<file path="src/ex_cfg.svh">
`ifndef EX_CFG_SVH
`define EX_CFG_SVH

// data and address width
`define XLEN 32

// integer register file size
`define REG_COUNT 32

// bits needed to name one register
`define REG_IDX_W 5

// byte lanes on the data bus
`define SEL_W (`XLEN / 8)

`endif

</file>
<file path="src/rv_isa_pkg.sv">
`default_nettype none

`include "ex_cfg.svh"

package rv_isa_pkg;

  // base opcodes handled by this stage
  typedef enum logic [6:0] {
    OPC_LUI    = 7'b0110111,
    OPC_AUIPC  = 7'b0010111,
    OPC_JAL    = 7'b1101111,
    OPC_JALR   = 7'b1100111,
    OPC_BRANCH = 7'b1100011,
    OPC_LOAD   = 7'b0000011,
    OPC_STORE  = 7'b0100011,
    OPC_OP_IMM = 7'b0010011,
    OPC_OP     = 7'b0110011
  } rv_opcode_e;

  // encoding follows funct3, with SUB and SRA at the top
  typedef enum logic [3:0] {
    ALU_ADD  = 4'd0,
    ALU_SLL  = 4'd1,
    ALU_SLT  = 4'd2,
    ALU_SLTU = 4'd3,
    ALU_XOR  = 4'd4,
    ALU_SRL  = 4'd5,
    ALU_OR   = 4'd6,
    ALU_AND  = 4'd7,
    ALU_SUB  = 4'd8,
    ALU_SRA  = 4'd13
  } alu_op_e;

  // branch funct3 values
  typedef enum logic [2:0] {
    BR_BEQ  = 3'b000,
    BR_BNE  = 3'b001,
    BR_BLT  = 3'b100,
    BR_BGE  = 3'b101,
    BR_BLTU = 3'b110,
    BR_BGEU = 3'b111
  } branch_e;

  // load/store funct3 values, shared by both
  typedef enum logic [2:0] {
    MEM_B  = 3'b000,
    MEM_H  = 3'b001,
    MEM_W  = 3'b010,
    MEM_BU = 3'b100,
    MEM_HU = 3'b101
  } mem_size_e;

  typedef enum logic [1:0] {A_RS1 = 2'd0, A_PC = 2'd1} a_sel_e;
  typedef enum logic [1:0] {B_RS2 = 2'd0, B_IMM = 2'd1} b_sel_e;
  typedef enum logic [1:0] {WB_ALU = 2'd0, WB_MEM = 2'd1, WB_PC4 = 2'd2} wb_sel_e;

  // instruction formats, msb first
  typedef struct packed {
    logic [6:0] funct7;
    logic [4:0] rs2;
    logic [4:0] rs1;
    logic [2:0] funct3;
    logic [4:0] rd;
    logic [6:0] opcode;
  } rv_r_t;

  typedef struct packed {
    logic [11:0] imm;
    logic [4:0]  rs1;
    logic [2:0]  funct3;
    logic [4:0]  rd;
    logic [6:0]  opcode;
  } rv_i_t;

  typedef struct packed {
    logic [6:0] imm_hi;
    logic [4:0] rs2;
    logic [4:0] rs1;
    logic [2:0] funct3;
    logic [4:0] imm_lo;
    logic [6:0] opcode;
  } rv_s_t;

  typedef struct packed {
    logic       imm12;
    logic [5:0] imm10_5;
    logic [4:0] rs2;
    logic [4:0] rs1;
    logic [2:0] funct3;
    logic [3:0] imm4_1;
    logic       imm11;
    logic [6:0] opcode;
  } rv_b_t;

  typedef struct packed {
    logic [19:0] imm31_12;
    logic [4:0]  rd;
    logic [6:0]  opcode;
  } rv_u_t;

  typedef struct packed {
    logic       imm20;
    logic [9:0] imm10_1;
    logic       imm11;
    logic [7:0] imm19_12;
    logic [4:0] rd;
    logic [6:0] opcode;
  } rv_j_t;

  // one word, six views
  typedef union packed {
    rv_r_t r;
    rv_i_t i;
    rv_s_t s;
    rv_b_t b;
    rv_u_t u;
    rv_j_t j;
  } rv_instr_u;

  // decoded control for one instruction
  typedef struct packed {
    logic [`REG_IDX_W-1:0] rs1;
    logic [`REG_IDX_W-1:0] rs2;
    logic [`REG_IDX_W-1:0] rd;
    alu_op_e               alu_op;
    a_sel_e                a_sel;
    b_sel_e                b_sel;
    wb_sel_e               wb_sel;
    logic                  rf_wen;
    logic                  mem_read;
    logic                  mem_write;
    mem_size_e             mem_size;
    logic                  branch;
    branch_e               br_type;
    logic                  jal;
    logic                  jalr;
    logic                  illegal;
    logic [`XLEN-1:0]      imm;
  } ex_ctrl_t;

endpackage

`default_nettype wire

</file>
<file path="src/ex_bus_pkg.sv">
`default_nettype none

`include "ex_cfg.svh"

package ex_bus_pkg;

  // wishbone classic master outputs
  typedef struct packed {
    logic              cyc;
    logic              stb;
    logic              we;
    logic [`XLEN-1:0]  adr;
    logic [`SEL_W-1:0] sel;
    logic [`XLEN-1:0]  dat_w;
  } wb_req_t;

  // slave side back to the master
  typedef struct packed {
    logic             ack;
    logic [`XLEN-1:0] dat_r;
  } wb_rsp_t;

  // per-instruction trap cause
  typedef enum logic [1:0] {
    TRAP_NONE             = 2'd0,
    TRAP_ILLEGAL          = 2'd1,
    TRAP_MISALIGNED_LOAD  = 2'd2,
    TRAP_MISALIGNED_STORE = 2'd3
  } trap_e;

  // one entry per accepted instruction
  typedef struct packed {
    logic                  valid;
    logic [`XLEN-1:0]      pc;
    logic                  wen;
    logic [`REG_IDX_W-1:0] rd;
    logic [`XLEN-1:0]      wdata;
    trap_e                 trap;
  } retire_t;

  // next-pc change back to fetch
  typedef struct packed {
    logic             taken;
    logic [`XLEN-1:0] target;
  } redirect_t;

endpackage

`default_nettype wire

</file>
<file path="src/ex_decode.sv">
`timescale 1ns/1ns
`default_nettype none

`include "ex_cfg.svh"

module ex_decode import rv_isa_pkg::*; (
  input  rv_instr_u instr,
  output ex_ctrl_t  ctrl
);

  // funct3 to alu op, alt picks SUB/SRA
  function automatic alu_op_e f3_to_alu(input logic [2:0] f3, input logic alt);
    alu_op_e op;
    op = alu_op_e'({1'b0, f3});
    if (alt && f3 == 3'b000)
      op = ALU_SUB;
    else if (alt && f3 == 3'b101)
      op = ALU_SRA;
    return op;
  endfunction

  logic [`XLEN-1:0] imm_i;
  logic [`XLEN-1:0] imm_s;
  logic [`XLEN-1:0] imm_b;
  logic [`XLEN-1:0] imm_u;
  logic [`XLEN-1:0] imm_j;
  logic             f7_zero;
  logic             f7_alt;

  // sign-extended immediates, one per format view
  assign imm_i = {{(`XLEN-12){instr.i.imm[11]}}, instr.i.imm};
  assign imm_s = {{(`XLEN-12){instr.s.imm_hi[6]}}, instr.s.imm_hi, instr.s.imm_lo};
  assign imm_b = {{(`XLEN-12){instr.b.imm12}}, instr.b.imm11, instr.b.imm10_5,
                  instr.b.imm4_1, 1'b0};
  assign imm_u = {instr.u.imm31_12, 12'b0};
  assign imm_j = {{(`XLEN-20){instr.j.imm20}}, instr.j.imm19_12, instr.j.imm11,
                  instr.j.imm10_1, 1'b0};

  // funct7 forms allowed for OP and shifts
  assign f7_zero = (instr.r.funct7 == 7'b0000000);
  assign f7_alt  = (instr.r.funct7 == 7'b0100000);

  always_comb begin
    ctrl          = '0;
    ctrl.rs1      = instr.r.rs1;
    ctrl.rs2      = instr.r.rs2;
    ctrl.rd       = instr.r.rd;
    ctrl.alu_op   = ALU_ADD;
    ctrl.a_sel    = A_RS1;
    ctrl.b_sel    = B_IMM;
    ctrl.wb_sel   = WB_ALU;
    // same funct3 slot for loads, stores and branches
    ctrl.mem_size = mem_size_e'(instr.i.funct3);
    ctrl.br_type  = branch_e'(instr.b.funct3);
    case (instr.r.opcode)
      OPC_LUI: begin
        // rs1 forced to x0 so the alu passes the immediate
        ctrl.rs1    = '0;
        ctrl.imm    = imm_u;
        ctrl.rf_wen = 1'b1;
      end
      OPC_AUIPC: begin
        ctrl.a_sel  = A_PC;
        ctrl.imm    = imm_u;
        ctrl.rf_wen = 1'b1;
      end
      OPC_JAL: begin
        ctrl.imm    = imm_j;
        ctrl.jal    = 1'b1;
        ctrl.wb_sel = WB_PC4;
        ctrl.rf_wen = 1'b1;
      end
      OPC_JALR: begin
        ctrl.imm     = imm_i;
        ctrl.jalr    = 1'b1;
        ctrl.wb_sel  = WB_PC4;
        ctrl.rf_wen  = 1'b1;
        ctrl.illegal = (instr.i.funct3 != 3'b000);
      end
      OPC_BRANCH: begin
        ctrl.imm     = imm_b;
        ctrl.branch  = 1'b1;
        // funct3 010 and 011 are unassigned
        ctrl.illegal = (instr.b.funct3[2:1] == 2'b01);
      end
      OPC_LOAD: begin
        ctrl.imm      = imm_i;
        ctrl.mem_read = 1'b1;
        ctrl.wb_sel   = WB_MEM;
        ctrl.rf_wen   = 1'b1;
        ctrl.illegal  = (instr.i.funct3 == 3'b011) || (instr.i.funct3[2:1] == 2'b11);
      end
      OPC_STORE: begin
        ctrl.imm       = imm_s;
        ctrl.mem_write = 1'b1;
        ctrl.illegal   = (instr.s.funct3[2] || instr.s.funct3 == 3'b011);
      end
      OPC_OP_IMM: begin
        ctrl.imm    = imm_i;
        ctrl.rf_wen = 1'b1;
        ctrl.alu_op = f3_to_alu(instr.i.funct3, instr.i.funct3 == 3'b101 && f7_alt);
        // shift immediates carry funct7 in the upper bits
        if (instr.i.funct3 == 3'b001)
          ctrl.illegal = !f7_zero;
        else if (instr.i.funct3 == 3'b101)
          ctrl.illegal = !(f7_zero || f7_alt);
      end
      OPC_OP: begin
        ctrl.b_sel  = B_RS2;
        ctrl.rf_wen = 1'b1;
        ctrl.alu_op = f3_to_alu(instr.r.funct3, f7_alt);
        // alternate form only on ADD/SUB and SRL/SRA
        if (f7_alt)
          ctrl.illegal = !(instr.r.funct3 == 3'b000 || instr.r.funct3 == 3'b101);
        else
          ctrl.illegal = !f7_zero;
      end
      default: begin
        ctrl.illegal = 1'b1;
      end
    endcase
    // unknown encoding: no state change, no jump
    if (ctrl.illegal) begin
      ctrl.rf_wen    = 1'b0;
      ctrl.mem_read  = 1'b0;
      ctrl.mem_write = 1'b0;
      ctrl.branch    = 1'b0;
      ctrl.jal       = 1'b0;
      ctrl.jalr      = 1'b0;
    end
    // x0 is never reported as written
    if (ctrl.rd == '0)
      ctrl.rf_wen = 1'b0;
  end

endmodule

`default_nettype wire

</file>
<file path="src/ex_regfile.sv">
`timescale 1ns/1ns
`default_nettype none

`include "ex_cfg.svh"

module ex_regfile (
  input  logic                  CLK,
  input  logic                  nRST,
  input  logic [`REG_IDX_W-1:0] rs1,
  input  logic [`REG_IDX_W-1:0] rs2,
  output logic [`XLEN-1:0]      rs1_data,
  output logic [`XLEN-1:0]      rs2_data,
  input  logic                  wen,
  input  logic [`REG_IDX_W-1:0] rd,
  input  logic [`XLEN-1:0]      wdata
);

  logic [`XLEN-1:0] regs [`REG_COUNT];

  // single write port, x0 never written
  always_ff @(posedge CLK, negedge nRST) begin
    if (!nRST) begin
      for (int k = 0; k < `REG_COUNT; k++)
        regs[k] <= '0;
    end else if (wen && rd != '0) begin
      regs[rd] <= wdata;
    end
  end

  // async reads, x0 stays at its reset value
  assign rs1_data = regs[rs1];
  assign rs2_data = regs[rs2];

endmodule

`default_nettype wire

</file>
<file path="src/ex_execute.sv">
`timescale 1ns/1ns
`default_nettype none

`include "ex_cfg.svh"

module ex_execute import rv_isa_pkg::*, ex_bus_pkg::*; (
  input  ex_ctrl_t         ctrl,
  input  logic [`XLEN-1:0] pc,
  input  logic [`XLEN-1:0] rs1_data,
  input  logic [`XLEN-1:0] rs2_data,
  output logic [`XLEN-1:0] alu_out,
  output redirect_t        redirect
);

  logic [`XLEN-1:0] op_a;
  logic [`XLEN-1:0] op_b;
  logic [4:0]       shamt;
  logic             eq;
  logic             lt;
  logic             ltu;
  logic             cond;
  logic [`XLEN-1:0] jalr_sum;

  // operand muxes
  assign op_a  = (ctrl.a_sel == A_PC) ? pc : rs1_data;
  assign op_b  = (ctrl.b_sel == B_IMM) ? ctrl.imm : rs2_data;
  assign shamt = op_b[4:0];

  always_comb begin
    case (ctrl.alu_op)
      ALU_ADD:  alu_out = op_a + op_b;
      ALU_SUB:  alu_out = op_a - op_b;
      ALU_SLL:  alu_out = op_a << shamt;
      ALU_SLT:  alu_out = {{(`XLEN-1){1'b0}}, $signed(op_a) < $signed(op_b)};
      ALU_SLTU: alu_out = {{(`XLEN-1){1'b0}}, op_a < op_b};
      ALU_XOR:  alu_out = op_a ^ op_b;
      ALU_SRL:  alu_out = op_a >> shamt;
      ALU_SRA:  alu_out = $unsigned($signed(op_a) >>> shamt);
      ALU_OR:   alu_out = op_a | op_b;
      ALU_AND:  alu_out = op_a & op_b;
      default:  alu_out = op_a + op_b;
    endcase
  end

  // branch compare always on the two registers
  assign eq  = (rs1_data == rs2_data);
  assign lt  = ($signed(rs1_data) < $signed(rs2_data));
  assign ltu = (rs1_data < rs2_data);

  always_comb begin
    case (ctrl.br_type)
      BR_BEQ:  cond = eq;
      BR_BNE:  cond = !eq;
      BR_BLT:  cond = lt;
      BR_BGE:  cond = !lt;
      BR_BLTU: cond = ltu;
      BR_BGEU: cond = !ltu;
      default: cond = 1'b0;
    endcase
  end

  // jalr base is rs1, lsb dropped
  assign jalr_sum = rs1_data + ctrl.imm;

  always_comb begin
    redirect.taken = ctrl.jal || ctrl.jalr || (ctrl.branch && cond);
    if (ctrl.jalr)
      redirect.target = {jalr_sum[`XLEN-1:1], 1'b0};
    else
      redirect.target = pc + ctrl.imm;
  end

endmodule

`default_nettype wire

</file>
<file path="src/ex_result.sv">
`timescale 1ns/1ns
`default_nettype none

`include "ex_cfg.svh"

module ex_result import rv_isa_pkg::*, ex_bus_pkg::*; (
  input  logic                  CLK,
  input  logic                  nRST,
  input  logic                  instr_valid,
  input  ex_ctrl_t              ctrl,
  input  logic [`XLEN-1:0]      pc,
  input  logic [`XLEN-1:0]      alu_out,
  input  logic [`XLEN-1:0]      rs2_data,
  input  wb_rsp_t               wb_rsp,
  output wb_req_t               wb_req,
  output logic                  instr_ready,
  output logic                  rf_wen,
  output logic [`REG_IDX_W-1:0] rf_rd,
  output logic [`XLEN-1:0]      rf_wdata,
  output retire_t               retire
);

  logic [1:0]            lane;
  logic                  is_mem;
  logic                  misaligned;
  logic                  mem_go;
  logic                  bus_gap;
  logic                  accept;
  logic [`SEL_W-1:0]     sel;
  logic [`XLEN-1:0]      lane_data;
  logic [`XLEN-1:0]      load_data;
  logic [`XLEN-1:0]      wdata;
  trap_e                 trap;
  logic                  ret_valid;
  logic                  ret_wen;
  trap_e                 ret_trap;
  logic [`XLEN-1:0]      ret_pc;
  logic [`REG_IDX_W-1:0] ret_rd;
  logic [`XLEN-1:0]      ret_wdata;

  // byte offset within the word
  assign lane   = alu_out[1:0];
  assign is_mem = ctrl.mem_read || ctrl.mem_write;

  // halves need even offset, words need zero
  always_comb begin
    case (ctrl.mem_size)
      MEM_H, MEM_HU: misaligned = lane[0];
      MEM_W:         misaligned = (lane != 2'b00);
      default:       misaligned = 1'b0;
    endcase
  end

  // byte enables
  always_comb begin
    case (ctrl.mem_size)
      MEM_B, MEM_BU: sel = `SEL_W'(1) << lane;
      MEM_H, MEM_HU: sel = lane[1] ? 4'b1100 : 4'b0011;
      default:       sel = 4'b1111;
    endcase
  end

  // legal access only, and never in the cycle right after an ack
  assign mem_go = instr_valid && is_mem && !misaligned && !bus_gap;

  always_ff @(posedge CLK, negedge nRST) begin
    if (!nRST)
      bus_gap <= 1'b0;
    else
      bus_gap <= mem_go && wb_rsp.ack;
  end

  always_comb begin
    wb_req.cyc = mem_go;
    wb_req.stb = mem_go;
    wb_req.we  = ctrl.mem_write;
    wb_req.adr = alu_out;
    wb_req.sel = sel;
    // store data copied to every lane
    case (ctrl.mem_size)
      MEM_B:   wb_req.dat_w = {4{rs2_data[7:0]}};
      MEM_H:   wb_req.dat_w = {2{rs2_data[15:0]}};
      default: wb_req.dat_w = rs2_data;
    endcase
  end

  // memory ops wait for ack, everything else goes at once
  assign instr_ready = (is_mem && !misaligned) ? (mem_go && wb_rsp.ack) : 1'b1;
  assign accept      = instr_valid && instr_ready;

  // move the addressed lane down, then extend
  assign lane_data = wb_rsp.dat_r >> {lane, 3'b000};

  always_comb begin
    case (ctrl.mem_size)
      MEM_B:   load_data = {{(`XLEN-8){lane_data[7]}}, lane_data[7:0]};
      MEM_BU:  load_data = {{(`XLEN-8){1'b0}}, lane_data[7:0]};
      MEM_H:   load_data = {{(`XLEN-16){lane_data[15]}}, lane_data[15:0]};
      MEM_HU:  load_data = {{(`XLEN-16){1'b0}}, lane_data[15:0]};
      default: load_data = lane_data;
    endcase
  end

  // write-back source
  always_comb begin
    case (ctrl.wb_sel)
      WB_MEM:  wdata = load_data;
      WB_PC4:  wdata = pc + `XLEN'(4);
      default: wdata = alu_out;
    endcase
  end

  // illegal wins over misaligned
  always_comb begin
    if (ctrl.illegal)
      trap = TRAP_ILLEGAL;
    else if (misaligned && ctrl.mem_read)
      trap = TRAP_MISALIGNED_LOAD;
    else if (misaligned && ctrl.mem_write)
      trap = TRAP_MISALIGNED_STORE;
    else
      trap = TRAP_NONE;
  end

  // regfile write lands on the accept edge
  assign rf_wen   = accept && ctrl.rf_wen && (trap == TRAP_NONE);
  assign rf_rd    = ctrl.rd;
  assign rf_wdata = wdata;

  // retire control, one cycle after accept
  always_ff @(posedge CLK, negedge nRST) begin
    if (!nRST) begin
      ret_valid <= 1'b0;
      ret_wen   <= 1'b0;
      ret_trap  <= TRAP_NONE;
    end else begin
      ret_valid <= accept;
      if (accept) begin
        ret_wen  <= rf_wen;
        ret_trap <= trap;
      end
    end
  end

  // retire payload
  always_ff @(posedge CLK) begin
    if (accept) begin
      ret_pc    <= pc;
      ret_rd    <= ctrl.rd;
      ret_wdata <= wdata;
    end
  end

  always_comb begin
    retire.valid = ret_valid;
    retire.pc    = ret_pc;
    retire.wen   = ret_wen;
    retire.rd    = ret_rd;
    retire.wdata = ret_wdata;
    retire.trap  = ret_trap;
  end

endmodule

`default_nettype wire

</file>
<file path="src/ex_stage.sv">
`timescale 1ns/1ns
`default_nettype none

`include "ex_cfg.svh"

module ex_stage import rv_isa_pkg::*, ex_bus_pkg::*; (
  input  logic             CLK,
  input  logic             nRST,
  input  logic             instr_valid,
  input  rv_instr_u        instr,
  input  logic [`XLEN-1:0] pc,
  output logic             instr_ready,
  output redirect_t        redirect,
  output wb_req_t          wb_req,
  input  wb_rsp_t          wb_rsp,
  output retire_t          retire
);

  ex_ctrl_t              ctrl;
  logic [`XLEN-1:0]      rs1_data;
  logic [`XLEN-1:0]      rs2_data;
  logic [`XLEN-1:0]      alu_out;
  logic                  rf_wen;
  logic [`REG_IDX_W-1:0] rf_rd;
  logic [`XLEN-1:0]      rf_wdata;

  ex_decode u_decode (
    .instr (instr),
    .ctrl  (ctrl)
  );

  ex_regfile u_regfile (
    .CLK      (CLK),
    .nRST     (nRST),
    .rs1      (ctrl.rs1),
    .rs2      (ctrl.rs2),
    .rs1_data (rs1_data),
    .rs2_data (rs2_data),
    .wen      (rf_wen),
    .rd       (rf_rd),
    .wdata    (rf_wdata)
  );

  // alu, compare, jump target
  ex_execute u_execute (
    .ctrl     (ctrl),
    .pc       (pc),
    .rs1_data (rs1_data),
    .rs2_data (rs2_data),
    .alu_out  (alu_out),
    .redirect (redirect)
  );

  // bus access, write-back, retire
  ex_result u_result (
    .CLK         (CLK),
    .nRST        (nRST),
    .instr_valid (instr_valid),
    .ctrl        (ctrl),
    .pc          (pc),
    .alu_out     (alu_out),
    .rs2_data    (rs2_data),
    .wb_rsp      (wb_rsp),
    .wb_req      (wb_req),
    .instr_ready (instr_ready),
    .rf_wen      (rf_wen),
    .rf_rd       (rf_rd),
    .rf_wdata    (rf_wdata),
    .retire      (retire)
  );

endmodule

`default_nettype wire

</file>
<file path="config.mk">
export PLATFORM = sky130hd
export DESIGN_NAME = ex_stage
export DESIGN_NICKNAME = d
export VERILOG_FILES = /design/src/rv_isa_pkg.sv /design/src/ex_bus_pkg.sv /design/src/ex_decode.sv /design/src/ex_regfile.sv /design/src/ex_execute.sv /design/src/ex_result.sv /design/src/ex_stage.sv
export VERILOG_INCLUDE_DIRS = /design/src /design/src/src
export SDC_FILE = /design/constraint.sdc
export NUM_CORES = 2
export LEC_CHECK = 0
export BUFFER_PORTS_ARGS = -buffer_cell sky130_fd_sc_hd__buf_2
export CORE_MARGIN = 4
export CORE_UTILIZATION = 45
export CTS_BUF_LIST = sky130_fd_sc_hd__clkbuf_16
export CTS_CLUSTER_DIAMETER = 40
export DETAILED_ROUTE_END_ITERATION = 7
export SETUP_SLACK_MARGIN = 0.02
export SLEW_MARGIN = 15
export SYNTH_ARGS = -nofsm -noshare
export SYNTH_HDL_FRONTEND = slang
export SYNTH_SLANG_ARGS = --single-unit
</file>
<file path="constraint.sdc">
create_clock -name CLK -period 11.95 [get_ports CLK]
set_input_delay 0.5975 -clock CLK [delete_from_list [all_inputs] [get_ports CLK]]
set_output_delay 0.5975 -clock CLK [all_outputs]
set_load 0.02 [all_outputs]
</file>
==> impl_results.md <==
- Least-Margin Pin Slew: 1260 ps
- Synth area leader: dfrtp_1
- Slew margin rel.: 14.8%
- Share of cells above drive strength 1: between 20 and 30%
- Final instance area: a little under 0.09 mm^2
- F_max: 98.4 MHz
- Switching pwr: around 3.7 mW
- Clk sinks: 1,098
- #FFs+latches synth: 1,098
- Row count: 151
- DP Cell Count: 9,547
- Post-synth top flop: dfrtp_1
- H-tree Lvls: 4
- Crit-path slowest cell: and4bb_1
- Gpl congestion: 1.08
- Final setup viols: 0
- Avg WL per Cell: 37.8 um
- Starting Density: between 40% and 50%
- I/O Buffers: 277
- RSZ-0062 raised after global routing: false
- Min Clock Period, post-route: around 10,000 ps
- Post-DP HPWL: roughly 270,000 um
- Antenna viol nets, final: 0
- Sw Share: 32.4%
- Req. time, crit path: ~11,000 ps
- Vias in the first global route: between 60,000 and 70,000
- Sequential area share after synthesis: 36.4%
- Pint: 7.71 mW
- Power Density: 131 mW/mm^2
- Largest net degree at the start of global routing: 169
- Final period utilization: 85.0%
- Routed wire length: 375,000 um
- Top cells by count, synth: 1,029 x dfrtp_1, 658 x nand2_1, 642 x mux2_2, 439 x a21oi_1, 378 x nor2_1
- EDFF count, synth: 69
- Final Non-Filler Cells: 9,914
- Area grow syn2layout: 13.5%
- Die area: about 0.18 mm^2
- Avg Inst Size Synth: 10.2 um^2
- Syn nets: 7,757
- Yosys top cell area share: 33.7%
- Share of flip-flops with an asynchronous set or reset: 93.7%
- Seq pwr share: between 30 and 40%
- Root Buffer Master: clkbuf_16
- Die H: 420 um
- Die width: 420 um
- Global-route wire length before repair: 521,000 um
- Vias: 69,800
- Final Hold Fails: 0
- Finished Core Util: 51.3%
- Critical path's largest stage delay: 870 ps
- Most numerous cell in the Yosys netlist: dfrtp_1
- Initial antenna violation count: 28
- Clock power share: 47.3%
- 1st-pass router iterations: 6
- Final WS setup: 1790 ps
- Max clock buf depth: 3
- Top cells by area, synth: dfrtp_1 34%, mux4_2 9.7%, mux2_2 9.5%
- Kind of end point of the critical path: output pin
- Fin Clk Skew: 45.9 ps
- Dpl ws: 1410 ps
- Startpoint Class: input pin
- Static Leakage: a little under 40 nW
- Setup TNS Final: 0 ps
- Gate power share: 19.2%
- Slew Limit Fails: 0
- Status: finished, violations left
- TritonCTS Buffers: 184
- GRT Total Usage: 41.6%
- Synth unique cells: 116
- Number of I/O pins: approximately 280
- Max IR drop VDD: 0.162 mV
- Nets: 7,815
- Synth warnings: 0
- Starting DRT DRC Count: 10,000
- Max_cap viols: 0
- Post-synthesis cell area: between 0.07 and 0.08 mm^2
- Clock slew at reported path FFs: 40 ps
- Dpl cell area: 0.0804 mm^2
- Drc violations: 2
- Core area: 0.169 mm^2
- Failing checks: design-rule violations
- GRT overflow: 0
- CP Max Fanout: 59
- Crit path arrival time: 9560 ps
- CTS tree: built
- Crit Path Class: in -> out
- Cells after synthesis: 7,460
- Vias per std cell: 7.04
- Worst-Skew Late Latency: 850 ps
- Post-CTS setup buffers: 0
- Hold/Removal Path Class: in -> reg
-- critical path, delay by kind of cell --
kind / cells / cell delay (ps)
compound gates: 14 / 5650
simple gates: 5 / 1720
buf+inv: 5 / 1110
fa+ha+maj: 1 / 370
-- cells by family after synthesis --
| family | count (synthesis) | share of synthesized area, % |
|---|---|---|
| fa+ha+maj | 197 | 3.26 |
| buf+inv | 921 | 5.63 |
| flops | 1098 | 36.4 |
| xor+xnor | 83 | 0.951 |
| simple gates | 1802 | 11.4 |
| mux | 1318 | 23.8 |
| compound gates | 2041 | 18.6 |
-- layout make-up --
class | instances | area (um^2)
fill | 15300 | 82300
clock inverter | 159 | 1590
inverter | 196 | 738
clock buffer | 187 | 4680
timing repair buffer | 597 | 4260
multi-input combinational | 5441 | 44800
antenna | 18 | 45.0
sequential | 1098 | 27800
tap | 2218 | 2780
-- worst paths after layout --
path,from,to,slack (ps),cells after the start
hold / removal,pc[27],u_result.ret_pc[27],110,1
min in group asynchronous,nRST,u_regfile.regs[394],440,2
hold reg to reg,u_regfile.regs[996],u_regfile.regs[996],410,0
max in group asynchronous,nRST,u_regfile.regs[536],8440,5
setup reg to reg,u_regfile.regs[576],u_regfile.regs[175],2360,27
setup / recovery,instr[3],wb_req[70],1790,25
-- power by group through the flow --
stage          combinational [mW]  sequential [mW]  clock [mW]
2_1_floorplan                1.10             3.91           0
3_5_place_dp                 2.09             3.88           0
4_1_cts                      2.10             3.82        5.44
6_report                     2.19             3.82        5.40
3_3_place_gp                 2.10             3.88           0
5_1_grt                      2.25             3.82        5.61
-- sequential cells by signal (all words and copies together) (netlist names) --
register	count
u_result.ret_rd	5
u_result.ret_valid	1
u_result.ret_pc	32
u_result.ret_wen	1
u_result.ret_trap	2
u_regfile.regs	1024
u_result.ret_wdata	32
u_result.bus_gap	1
-- per-stage QoR --
| stage | total power [mW] | hold slack [ps] |
|---|---|---|
| 6_report | 11.4 | 112 |
| 5_1_grt | 11.7 | 54.7 |
| 3_3_place_gp | 5.98 | 388 |
| 2_1_floorplan | 5.01 | 302 |
| 3_5_place_dp | 5.98 | 389 |
| 4_1_cts | 11.4 | 35.7 |
-- cells in the final DEF, fill, tap and decap left out, types with 56 or more instances in the layout --
cell type  synthesis  final
a211oi_1          79     78
nor2b_1          140    140
edfxtp_1          69     69
inv_1            182    202
dfrtp_1         1029   1029
a31oi_1          111    103
mux2_2           642    642
buf_4             76    287
xnor2_1           59     59
o31ai_1          121    118
nand2b_1          88     88
nor3_1           107    101
nor2_1           378    374
buf_2            237    269
mux2i_1          322    316
o211ai_1         102    102
o21ai_0          312    310
o22ai_1           56     56
ha_1             193    193
a221oi_1         125    125
a21o_1            86     85
mux4_2           328    328
clkbuf_16          0    187
nand2_1          658    655
nand3_1          146    145
a221o_1           74     74
a21oi_1          439    436
-- repair_timing --
action / in CTS / in global routing
gates resized for setup: 0 / 0
hold endpoints to repair: 108 / 0
hold buffers: 2 / 0
-- metal layers --
metal / wire, um / global-route usage [%]
met5: 76 / 0
met4: 31500 / 28.9
met3: 45800 / 13.8
met2: 155000 / 59.2
met1: 142000 / 53.3
Note: power is estimated with default switching activity, not from simulation.
